==> config.mk <==
export PLATFORM = sky130hd
export DESIGN_NAME = ulpi_axis
export DESIGN_NICKNAME = d
export VERILOG_FILES = /design/src/design/ulpi_pkg.sv /design/src/design/ulpi_axis.sv /design/src/design/ulpi_decoder.sv /design/src/design/ulpi_encoder.sv /design/src/design/ulpi_line_state.sv /design/src/design/ulpi_reset_sync.sv
export SDC_FILE = /design/constraint.sdc
export NUM_CORES = 1
export LEC_CHECK = 0
export ABC_AREA = 1
export BUFFER_PORTS_ARGS = -buffer_cell sky130_fd_sc_hd__buf_2
export CAP_MARGIN = 20
export CORE_AREA = 5 5 71 73
export CTS_CLUSTER_DIAMETER = 40
export DETAILED_ROUTE_END_ITERATION = 7
export DIE_AREA = 0 0 76 78
export PLACE_DENSITY = 0.71
export SYNTH_ARGS = -nofsm -noshare
export SYNTH_HDL_FRONTEND = slang
export SYNTH_SLANG_ARGS = --single-unit
==> constraint.sdc <==
create_clock -name clock -period 1.35 [get_ports clock]
set_clock_uncertainty 0.2 [all_clocks]
set_input_delay 0.135 -clock clock [delete_from_list [all_inputs] [get_ports clock]]
set_output_delay 0.135 -clock clock [all_outputs]
set_load 0.02 [all_outputs]
==> src/design/ulpi_pkg.sv <==
package ulpi_pkg;

  // bus and stream byte
  typedef logic [7:0] ulpi_byte_t;

  // phy register address, low six bits of a reg write tx cmd
  typedef logic [5:0] ulpi_reg_addr_t;

  typedef logic [1:0] line_state_t;  // bit 0 is d+, bit 1 is d-
  typedef logic [1:0] vbus_state_t;  // encoded vbus level from rx cmd
  typedef logic [1:0] rx_event_t;    // {rx error, rx active} field

  // tx cmd prefixes, top two bits of the command byte
  localparam logic [1:0] TXCMD_TRANSMIT  = 2'b01;  // low nibble carries the pid
  localparam logic [1:0] TXCMD_REG_WRITE = 2'b10;  // low six bits carry the address

  // rx event codes
  localparam rx_event_t RX_EVENT_ACTIVE = 2'b01;
  localparam rx_event_t RX_EVENT_ERROR  = 2'b11;  // error implies active

  // encoder sequencing
  typedef enum logic [2:0] {
    idle,      // waiting for a write or a packet
    tx_pid,    // transmit cmd with pid on the bus
    tx_data,   // packet bytes, one per nxt
    tx_stop,   // stp after last byte
    reg_cmd,   // reg write cmd with address
    reg_data,  // register value
    reg_stop   // stp closes the write
  } enc_state_t;

endpackage

==> src/design/ulpi_axis.sv <==
`timescale 1ns/1ps
module ulpi_axis #(
  parameter ulpi_pkg::vbus_state_t VBUS_VALID_MIN = 2'd3
) (
  input  logic                     clock,  // from the phy
  input  logic                     areset_n,
  output logic                     reset_no,

  // ulpi, data bus split for an outside pad
  input  logic                     ulpi_dir_i,
  input  logic                     ulpi_nxt_i,
  input  ulpi_pkg::ulpi_byte_t     ulpi_data_i,
  output logic                     ulpi_stp_o,
  output ulpi_pkg::ulpi_byte_t     ulpi_data_o,
  output logic                     ulpi_data_oe_o,

  // decoded rx cmd state
  output ulpi_pkg::line_state_t    line_state_o,
  output logic                     vbus_valid_o,
  output logic                     rx_active_o,
  output logic                     rx_error_o,

  // host bound packets
  input  logic                     s_axis_tvalid_i,
  input  logic                     s_axis_tlast_i,
  input  ulpi_pkg::ulpi_byte_t     s_axis_tdata_i,
  output logic                     s_axis_tready_o,

  // received packets, no stall possible
  output logic                     m_axis_tvalid_o,
  output logic                     m_axis_tlast_o,
  output ulpi_pkg::ulpi_byte_t     m_axis_tdata_o,

  // phy register writes
  input  logic                     phy_write_i,
  input  ulpi_pkg::ulpi_reg_addr_t phy_addr_i,
  input  ulpi_pkg::ulpi_byte_t     phy_data_i,
  output logic                     phy_busy_o,
  output logic                     phy_done_o
);

  logic                 rx_byte_valid_w;
  ulpi_pkg::ulpi_byte_t rx_byte_w;
  logic                 rx_end_w;
  logic                 bus_turn_w;

  ulpi_reset_sync u_reset_sync (
    .clock    (clock),
    .areset_n (areset_n),
    .reset_no (reset_no)
  );

  ulpi_line_state #(
    .VBUS_VALID_MIN (VBUS_VALID_MIN)
  ) u_line_state (
    .clock           (clock),
    .areset_n        (reset_no),  // synced release
    .ulpi_dir_i      (ulpi_dir_i),
    .ulpi_nxt_i      (ulpi_nxt_i),
    .ulpi_data_i     (ulpi_data_i),
    .line_state_o    (line_state_o),
    .vbus_valid_o    (vbus_valid_o),
    .rx_active_o     (rx_active_o),
    .rx_error_o      (rx_error_o),
    .rx_byte_valid_o (rx_byte_valid_w),
    .rx_byte_o       (rx_byte_w),
    .rx_end_o        (rx_end_w),
    .bus_turn_o      (bus_turn_w)
  );

  ulpi_decoder u_decoder (
    .clock           (clock),
    .areset_n        (reset_no),
    .rx_byte_valid_i (rx_byte_valid_w),
    .rx_byte_i       (rx_byte_w),
    .rx_end_i        (rx_end_w),
    .m_axis_tvalid_o (m_axis_tvalid_o),
    .m_axis_tlast_o  (m_axis_tlast_o),
    .m_axis_tdata_o  (m_axis_tdata_o)
  );

  ulpi_encoder u_encoder (
    .clock           (clock),
    .areset_n        (reset_no),
    .ulpi_dir_i      (ulpi_dir_i),
    .ulpi_nxt_i      (ulpi_nxt_i),
    .bus_turn_i      (bus_turn_w),  // shared turnaround view
    .s_axis_tvalid_i (s_axis_tvalid_i),
    .s_axis_tlast_i  (s_axis_tlast_i),
    .s_axis_tdata_i  (s_axis_tdata_i),
    .phy_write_i     (phy_write_i),
    .phy_addr_i      (phy_addr_i),
    .phy_data_i      (phy_data_i),
    .s_axis_tready_o (s_axis_tready_o),
    .ulpi_data_o     (ulpi_data_o),
    .ulpi_data_oe_o  (ulpi_data_oe_o),
    .ulpi_stp_o      (ulpi_stp_o),
    .phy_busy_o      (phy_busy_o),
    .phy_done_o      (phy_done_o)
  );

endmodule

==> src/design/ulpi_decoder.sv <==
`timescale 1ns/1ps
module ulpi_decoder (
  input  logic                 clock,
  input  logic                 areset_n,
  input  logic                 rx_byte_valid_i,
  input  ulpi_pkg::ulpi_byte_t rx_byte_i,
  input  logic                 rx_end_i,
  output logic                 m_axis_tvalid_o,
  output logic                 m_axis_tlast_o,
  output ulpi_pkg::ulpi_byte_t m_axis_tdata_o
);

  ulpi_pkg::ulpi_byte_t hold_q;        // byte waiting to learn if it is last
  logic                 hold_valid_q;

  // holding slot
  always_ff @(posedge clock or negedge areset_n) begin
    if (!areset_n) begin
      hold_valid_q <= 1'b0;
    end else if (rx_byte_valid_i) begin
      hold_valid_q <= 1'b1;
    end else if (rx_end_i) begin
      hold_valid_q <= 1'b0;  // flushed as last
    end
  end

  always_ff @(posedge clock) begin
    if (rx_byte_valid_i) begin
      hold_q <= rx_byte_i;
    end
  end

  // stream side control, one pulse per byte
  always_ff @(posedge clock or negedge areset_n) begin
    if (!areset_n) begin
      m_axis_tvalid_o <= 1'b0;
      m_axis_tlast_o  <= 1'b0;
    end else begin
      // new byte pushes the held one out, end flushes it with last
      m_axis_tvalid_o <= hold_valid_q & (rx_byte_valid_i | rx_end_i);
      m_axis_tlast_o  <= hold_valid_q & rx_end_i & ~rx_byte_valid_i;
    end
  end

  always_ff @(posedge clock) begin
    if (hold_valid_q && (rx_byte_valid_i || rx_end_i)) begin
      m_axis_tdata_o <= hold_q;
    end
  end

  // last only comes with a valid byte, and only after a packet end
  a_last_with_valid : assert property (
    @(posedge clock) disable iff (!areset_n)
    m_axis_tlast_o |-> m_axis_tvalid_o && $past(rx_end_i)
  );

endmodule

==> src/design/ulpi_encoder.sv <==
`timescale 1ns/1ps
module ulpi_encoder (
  input  logic                     clock,
  input  logic                     areset_n,
  input  logic                     ulpi_dir_i,
  input  logic                     ulpi_nxt_i,
  input  logic                     bus_turn_i,
  input  logic                     s_axis_tvalid_i,
  input  logic                     s_axis_tlast_i,
  input  ulpi_pkg::ulpi_byte_t     s_axis_tdata_i,
  input  logic                     phy_write_i,
  input  ulpi_pkg::ulpi_reg_addr_t phy_addr_i,
  input  ulpi_pkg::ulpi_byte_t     phy_data_i,
  output logic                     s_axis_tready_o,
  output ulpi_pkg::ulpi_byte_t     ulpi_data_o,
  output logic                     ulpi_data_oe_o,
  output logic                     ulpi_stp_o,
  output logic                     phy_busy_o,
  output logic                     phy_done_o
);

  ulpi_pkg::enc_state_t     state_q;
  ulpi_pkg::ulpi_reg_addr_t addr_q;     // captured write address
  ulpi_pkg::ulpi_byte_t     data_q;     // captured write value
  logic                     bus_free_w; // link may drive this cycle
  logic                     adv_w;      // phy took the byte
  logic                     accept_w;   // new write strobe taken
  logic                     in_tx_w;

  assign bus_free_w = ~ulpi_dir_i & ~bus_turn_i;
  assign adv_w      = ulpi_nxt_i & bus_free_w;
  assign accept_w   = phy_write_i & ~phy_busy_o;  // strobes ignored while busy
  assign in_tx_w    = (state_q == ulpi_pkg::tx_pid) || (state_q == ulpi_pkg::tx_data);

  always_ff @(posedge clock) begin
    if (accept_w) begin
      addr_q <= phy_addr_i;
      data_q <= phy_data_i;
    end
  end

  always_ff @(posedge clock or negedge areset_n) begin
    if (!areset_n) begin
      state_q    <= ulpi_pkg::idle;
      phy_busy_o <= 1'b0;
      phy_done_o <= 1'b0;
    end else begin
      phy_done_o <= 1'b0;
      if (accept_w) phy_busy_o <= 1'b1;  // also marks a pending write
      case (state_q)
        ulpi_pkg::idle: begin
          if (bus_free_w) begin
            if (phy_busy_o || accept_w) state_q <= ulpi_pkg::reg_cmd;  // writes first
            else if (s_axis_tvalid_i) state_q <= ulpi_pkg::tx_pid;
          end
        end
        ulpi_pkg::tx_pid, ulpi_pkg::tx_data: begin
          if (adv_w) begin
            state_q <= s_axis_tlast_i ? ulpi_pkg::tx_stop : ulpi_pkg::tx_data;
          end
        end
        ulpi_pkg::reg_cmd:  if (adv_w) state_q <= ulpi_pkg::reg_data;
        ulpi_pkg::reg_data: if (adv_w) state_q <= ulpi_pkg::reg_stop;
        ulpi_pkg::reg_stop: begin
          state_q    <= ulpi_pkg::idle;
          phy_busy_o <= 1'b0;
          phy_done_o <= 1'b1;  // the cycle after stp
        end
        default: state_q <= ulpi_pkg::idle;  // tx_stop, one cycle
      endcase
    end
  end

  // byte on the bus, decoded from state
  always_comb begin
    case (state_q)
      ulpi_pkg::tx_pid:   ulpi_data_o = {ulpi_pkg::TXCMD_TRANSMIT, 2'b00, s_axis_tdata_i[3:0]};
      ulpi_pkg::tx_data:  ulpi_data_o = s_axis_tdata_i;
      ulpi_pkg::reg_cmd:  ulpi_data_o = {ulpi_pkg::TXCMD_REG_WRITE, addr_q};
      ulpi_pkg::reg_data: ulpi_data_o = data_q;
      default:            ulpi_data_o = '0;  // idle and stp cycles
    endcase
  end

  assign ulpi_data_oe_o  = (state_q != ulpi_pkg::idle) & bus_free_w;  // back off if phy turns
  assign ulpi_stp_o      = (state_q == ulpi_pkg::tx_stop) || (state_q == ulpi_pkg::reg_stop);
  assign s_axis_tready_o = in_tx_w & adv_w;  // pid is consumed with its tx cmd

  // never drive in the turnaround after the phy released the bus
  a_oe_off_bus : assert property (
    @(posedge clock) disable iff (!areset_n)
    ulpi_data_oe_o |-> !ulpi_dir_i && !$past(ulpi_dir_i)
  );

  a_stp_one_cycle : assert property (
    @(posedge clock) disable iff (!areset_n)
    ulpi_stp_o |=> !ulpi_stp_o
  );

endmodule

==> src/design/ulpi_line_state.sv <==
`timescale 1ns/1ps
module ulpi_line_state #(
  parameter ulpi_pkg::vbus_state_t VBUS_VALID_MIN = 2'd3
) (
  input  logic                    clock,
  input  logic                    areset_n,
  input  logic                    ulpi_dir_i,
  input  logic                    ulpi_nxt_i,
  input  ulpi_pkg::ulpi_byte_t    ulpi_data_i,
  output ulpi_pkg::line_state_t   line_state_o,
  output logic                    vbus_valid_o,
  output logic                    rx_active_o,
  output logic                    rx_error_o,
  output logic                    rx_byte_valid_o,
  output ulpi_pkg::ulpi_byte_t    rx_byte_o,
  output logic                    rx_end_o,
  output logic                    bus_turn_o
);

  logic                  dir_q;      // dir one clock back
  logic                  rx_cmd_w;   // this cycle carries an rx cmd
  logic                  dir_fall_w;
  ulpi_pkg::rx_event_t   event_w;
  ulpi_pkg::vbus_state_t vbus_w;

  always_ff @(posedge clock or negedge areset_n) begin
    if (!areset_n) begin
      dir_q <= 1'b0;
    end else begin
      dir_q <= ulpi_dir_i;
    end
  end

  // any dir edge costs one dead cycle
  assign bus_turn_o = ulpi_dir_i ^ dir_q;
  assign dir_fall_w = dir_q & ~ulpi_dir_i;

  assign rx_cmd_w = ulpi_dir_i & ~ulpi_nxt_i & ~bus_turn_o;
  assign event_w  = ulpi_data_i[5:4];
  assign vbus_w   = ulpi_data_i[3:2];

  // rx cmd fields, registered
  always_ff @(posedge clock or negedge areset_n) begin
    if (!areset_n) begin
      line_state_o <= '0;
      vbus_valid_o <= 1'b0;
      rx_active_o  <= 1'b0;
      rx_error_o   <= 1'b0;
    end else if (rx_cmd_w) begin
      line_state_o <= ulpi_data_i[1:0];
      vbus_valid_o <= (vbus_w >= VBUS_VALID_MIN);  // threshold set from the top
      rx_active_o  <= event_w[0];
      rx_error_o   <= (event_w == ulpi_pkg::RX_EVENT_ERROR);
    end else if (dir_fall_w) begin
      rx_active_o <= 1'b0;  // phy dropped the bus, packet is over
      rx_error_o  <= 1'b0;
    end
  end

  // dir and nxt both high is packet data
  assign rx_byte_valid_o = ulpi_dir_i & ulpi_nxt_i & ~bus_turn_o;
  assign rx_byte_o       = ulpi_data_i;

  // packet closes on dir fall or on rx cmd with rxactive low, only once
  assign rx_end_o = rx_active_o & (dir_fall_w | (rx_cmd_w & ~event_w[0]));

  // no data byte may slip through in the cycle right after dir moved
  a_no_byte_in_turn : assert property (
    @(posedge clock) disable iff (!areset_n)
    (ulpi_dir_i != $past(ulpi_dir_i)) |-> !rx_byte_valid_o
  );

endmodule

==> src/design/ulpi_reset_sync.sv <==
`timescale 1ns/1ps
module ulpi_reset_sync (
  input  logic clock,
  input  logic areset_n,
  output logic reset_no
);

  logic [1:0] sync_q;  // release shifts through here

  // asserts at once, releases two phy clocks later
  always_ff @(posedge clock or negedge areset_n) begin
    if (!areset_n) begin
      sync_q <= 2'b00;
    end else begin
      sync_q <= {sync_q[0], 1'b1};
    end
  end

  assign reset_no = sync_q[1];  // resets the rest of the link

endmodule

* Word level (Yosys, flattened, before mapping)
Cells that the tools add are included.
** Storage, ports and cells
- Output and inout port bits :: 29
- Flip-flop bits (word level) :: 46
- Bits of input ports :: 37
** Operators by class
- Bitwise logic cells :: 24
- Muxes and demuxes :: 17
- Reduce and logical (&&, ||, !) cells :: 12
- Equality and inequality tests :: 12
- $lt $le $gt $ge :: 1
** Operators with widths (number)
- 8-bit one-hot mux with 4 select lines :: 1
- 3-bit 2-to-1 mux :: 6
- 1-bit bitwise AND :: 15
- 3-bit one-hot mux with 4 select lines :: 1
- 3-bit == test, second input constant :: 3
- 1-bit 2-to-1 mux :: 9
- 2-bit by 1-bit inequality test with 1-bit output, second input constant :: 4
- 3-bit by 2-bit == test with 1-bit output, second input constant :: 2
- 1-bit NOT :: 6
- 2-bit nonzero test :: 3
- 5-bit AND reduction :: 1
- 1-bit logical OR :: 4
- 3-bit by 1-bit == test with 1-bit output, second input constant :: 1
- 3-bit logical NOT :: 1
- 3-bit by 2-bit inequality test with 1-bit output, second input constant :: 1
- 3-bit nonzero test :: 1
- 2-bit == test, second input constant :: 1
- 2-bit >= comparator, second input constant :: 1
- 1-bit bitwise OR :: 2
- 2-bit OR reduction :: 1
- 1-bit logical AND :: 1
- 1-bit bitwise XOR :: 1

* Logic depth before layout (Yosys ltp)
- Word-level depth :: 8
- Gate-level depth with buffers :: 8

* By module
Synthesis repeated with hierarchy kept, for this count alone.
** Unflattened totals
- Cells, all modules :: 168
- Area, all modules :: 1916.8 um2
** Modules (own cells, without submodules)
- ulpi_encoder :: cells an instance 94, instances 1, seq. area each 545.5 um2, area each 924.6 um2
- ulpi_decoder :: cells an instance 28, instances 1, seq. area each 555.5 um2, area each 589.3 um2
- ulpi_line_state :: cells an instance 43, instances 1, seq. area each 150.1 um2, area each 349.1 um2
- ulpi_reset_sync :: cells an instance 3, instances 1, seq. area each 50.0 um2, area each 53.8 um2

* Least setup slack after synthesis
Ideal clock, no wire load.
- Path type :: register -> register
- Start :: register u_line_state.dir_q
- End :: register u_decoder.m_axis_tdata_o[0] (enable)
- Setup time :: 0.377 ns
- Arrival :: 1.631 ns
- Stages on the path, launching flop included :: 8
- Path buffers :: 0
- Path slack :: -0.858 ns
- Required time :: 0.773 ns
- Cell sequence :: dfrtp_1 inv_1 ha_1 inv_1 nand3_1 o21ai_0 nand2_1 a21oi_1
** Between the ends
- Longest elaborated chain between the ends :: 8
- Elaborated cells between the ends (all ways) :: 10
- Classes of those cells :: 8 x bitwise; 2 x reduce/logical
** Ends and longest elaborated chain
- start: declaration :: line ulpi_line_state.sv:20 : logic dir_q;
- start signal: assignment :: line ulpi_line_state.sv:30 : dir_q <= ulpi_dir_i;
- 1-bit bitwise XOR :: line ulpi_line_state.sv:35 : assign bus_turn_o = ulpi_dir_i ^ dir_q;
- 1-bit NOT :: line ulpi_line_state.sv:38, ulpi_line_state.sv:61
- 1-bit bitwise AND :: line ulpi_line_state.sv:38 : assign rx_cmd_w = ulpi_dir_i & ~ulpi_nxt_i & ~bus_turn_o;
- 1-bit bitwise AND :: line ulpi_line_state.sv:65 : assign rx_end_o = rx_active_o & (dir_fall_w | (rx_cmd_w & ~event_w[0]));
- 1-bit bitwise OR :: line ulpi_line_state.sv:65
- 1-bit bitwise AND :: line ulpi_line_state.sv:65
- 1-bit logical OR * :: line ulpi_decoder.sv:46 : if (hold_valid_q && (rx_byte_valid_i || rx_end_i)) begin
- 1-bit logical AND * :: line ulpi_decoder.sv:46
- end signal: assignment :: line ulpi_decoder.sv:47 : m_axis_tdata_o <= hold_q;
- end: declaration :: line ulpi_decoder.sv:10 : output ulpi_pkg::ulpi_byte_t m_axis_tdata_o
Every way passes the cells marked *; elsewhere a longest branch is shown, timed or not.
A chain may end at the register's enable or synchronous reset.

* Worst setup path in the final report
- Start :: register u_line_state.dir_q
- End :: register u_decoder.m_axis_tdata_o[2] (enable)
The elaborated chain is that of the path after synthesis.

==> impl_metrics.ini <==
[logic_synthesis]
netlist_area_mm2 = 0.00183
syn_avg_cell_area_um2 = 11.8
seq_area_frac_synth_pct = 71.1
yosys.area.top_type_share_pct = 49.2
ys_seq_elements = 46
ys_types = 20
syn-num-nets = 194
syn_inst = 155
synth_edf_count = 30
yosys-top-cells-area = edfxtp_1 49%, dfrtp_1 22%, nand2_1 8.2%, nand3_1 4.9%, inv_1 3.3%
synth.cells.most_frequent = 40 x nand2_1, 30 x edfxtp_1, 18 x nand3_1
yosys.area.top_type = edfxtp_1
ys_warn_count = 0
synth_flop_cell = edfxtp_1
synth-async-reset-ratio_pct = 34.8
synthMostInstantiatedCell = nand2_1

[setup_path]
cp_num_buf_inv = 2
crit_family = compound AO/OA/AOI/OAI gates
cp_slowest_stage_delay_ns = 0.39
crit_arrival_ns = 1.62
crit_chain = inv_2 > ha_4 > inv_4 > nand3_4 > o21ai_2 > nand2_2 > a21oi_4
r2r_end = u_decoder.m_axis_tdata_o[2]$_DFFE_PP_
critPathSlowestCell = dfrtp_1
required_ns = 1.14
critical_path_class = flop to flop
cp-end-kind = flop
start_kind = flop
cp_max_fo = 5
ff2ff_path_depth = 7
crit_start = u_line_state.dir_q$_DFF_PN0_
cp.depth = 7
r2r-start = u_line_state.dir_q$_DFF_PN0_
regToRegSetupSlack_ns = -0.48

[clocking]
cts_root_buf = clkbuf_8
ctsHtreeMaxLevel = 2
clk_latency_ns = 0.29
cts.sinks = 46
cts_tree = yes
clockBufferDepth = 2
numCtsBuffers = 5
clk_pin_slew_worst_paths_ns = 0.09

[detailed_routing]
firstDrtPassIters = 4
top_layer = met4
routedLengthMet1_um = 1800
detail_route.vias_per_cell = 4.76
dr_wl_met3_um = 281
post_drt_wl_per_cell_um = 14.4
wl_um = 4990
wl_met2_um = 2800
via_count = 1647
drc_errors = 0
drt-initial-drc-count = 75
ant_nets = 0

[timing]
finalSetupViolCount = 38
rsz0062_at_grt = yes
whs_ns = 0.0410
min_period_ns = 1.83
worst_slack_ns = -0.483
fin_setup_tns_ns = -11.81
fin_crit_sh_pct = 136
drv_slew = 0
fmax_mhz = 546
final_hold_viol_count = 0

[global_route]
grt_overflow = 0
antenna_found_initial = 0
grtUsageTotal_pct = 16.1
grt_max_degree = 16
grt_pass1_vias = 1723
grt_first_pass_wirelength_um = 7660

[min_path]
hold_class = flop to asynchronous set/reset pin

[placed_design]
dp_hpwl_um = 3170
portBuffers = 65
placed_cells = 297
finalWeightedCongestion = 0.779

[power_and_ir_drop]
p_per_area_mw_per_mm2 = 1610
peakVddDrop_v = 0.00110
p_total_mw = 5.17
p_leak_nw = 1.48
p_clk_share_pct = 15.8
combinationalPowerShare_pct = 48.2
netSwitchingPower_mw = 1.91
p_seq_share_pct = 36.0
p_sw_share_pct = 36.9
p_int_mw = 3.26

[die]
rows = 24
coreArea_mm2 = 0.00429
die_w_um = 76
ioPinCount = 66
dieArea_mm2 = 0.00593
start_util_pct = 42.6
fp.dieH_um = 78

[cells_and_area]
diodes = 0
drive_gt1_share_pct = 55.8
final_cells = 346
fin_nets = 332
flow.area_growth_from_synthesis_pct = 75.9

[run_status]
violations = negative setup slack
outcome = finished, violations left

[job]
drv_cap = 0
## sequential cells by signal (all words and copies together) (netlist names), 2 cells and up
| register | flops |
|---|---|
| u_decoder.hold_q | 8 |
| u_decoder.m_axis_tdata_o | 8 |
| u_encoder.data_q | 8 |
| u_encoder.addr_q | 6 |
| u_encoder.state_q | 3 |
| u_line_state.line_state_o | 2 |
| u_reset_sync.sync_q | 2 |
## routing by layer
layer	global-route usage, %	up-vias
li1	-	810
met1	16.7	769
met2	30.1	57
met3	5.67	11
met4	5.34	0
met5	0	-
## worst register-to-register path: cells and delay by family (launching register included)
kind                       cells  cell delay [ns]
adders and majority gates      1             0.20
DFF                            1             0.39
buffers and inverters          2             0.13
AOI/OAI and AO/OA              2             0.42
and+or+nand+nor                2             0.19
## worst max path at each step
stage	endpoint
after floorplan	u_decoder.m_axis_tdata_o[0]$_DFFE_PP_
final	u_decoder.m_axis_tdata_o[2]$_DFFE_PP_
after global placement	u_decoder.m_axis_tdata_o[6]$_DFFE_PP_
after global routing	u_decoder.m_axis_tdata_o[5]$_DFFE_PP_
after CTS	u_decoder.m_axis_tdata_o[5]$_DFFE_PP_
after detailed placement	u_decoder.m_axis_tdata_o[0]$_DFFE_PP_
## power groups by stage
stage,registers (mW),clock network [mW],logic [mW]
floorplan,1.89,0,1.12
global route,1.88,0.901,2.71
detailed placement,1.87,0,1.87
CTS,1.85,0.846,2.32
finish,1.86,0.819,2.49
global placement,1.87,0,1.84
## stage by stage
step | worst slack (ns) | util [%] | area, µm²
final | -0.483 | 74.9 | 3220
after global routing | -0.560 | 74.9 | 3220
after floorplan | -0.486 | - | 1950
after global placement | -0.474 | 59.0 | 2530
after detailed placement | -0.541 | 59.0 | 2530
after CTS | -0.448 | 71.2 | 3060
## cells by family (layout without fill, tap and decap cells)
| group | after synthesis | after routing | share of synthesized area (%) |
|---|---|---|---|
| other | 1 | 1 | 0.205 |
| and+or+nand+nor | 74 | 74 | 18.9 |
| buffers and inverters | 20 | 158 | 4.72 |
| DFF | 46 | 46 | 71.1 |
| AOI/OAI and AO/OA | 12 | 13 | 3.69 |
| adders and majority gates | 2 | 2 | 1.37 |
## final cells by class
type	count	area, µm²
sequential	46	1310
fill	276	1080
timing repair buffer	131	995
multi-input combinational	90	663
inverter	18	87.6
clock buffer	5	68.8
tap	52	65.1
clock inverter	3	21.3
timing repair inverter	1	11.3
## what timing repair did
action                                  in CTS  in global routing
resized for setup                           40                 27
endpoints found under the setup margin      40                 40
hold buffers                                26                  0
gates cloned                                 1                  1
hold endpoints to repair                    31                  0
pin swaps                                   15                  8
setup buffers                                6                  9
## cell usage in the layout (no fill, tap or decap), types with 2 or more instances in the layout
| master | count |
|---|---|
| buf_4 | 30 |
| dfrtp_1 | 13 |
| o21ai_2 | 4 |
| clkinv_4 | 3 |
| o21ai_1 | 2 |
| inv_1 | 9 |
| nand3_1 | 10 |
| a22oi_2 | 3 |
| inv_2 | 4 |
| buf_2 | 55 |
| edfxtp_1 | 30 |
| nand2_1 | 33 |
| buf_6 | 19 |
| dlygate4sd3_1 | 26 |
| nand3_4 | 4 |
| ha_4 | 2 |
| nand2_2 | 8 |
| nor3_4 | 2 |
| nand3_2 | 7 |
| clkbuf_8 | 5 |
| nand4_1 | 4 |
| a21oi_4 | 2 |
| nor2_4 | 3 |
| dfrtp_2 | 3 |
| inv_4 | 2 |
No activity file was read; power rests on OpenSTA's default activity.
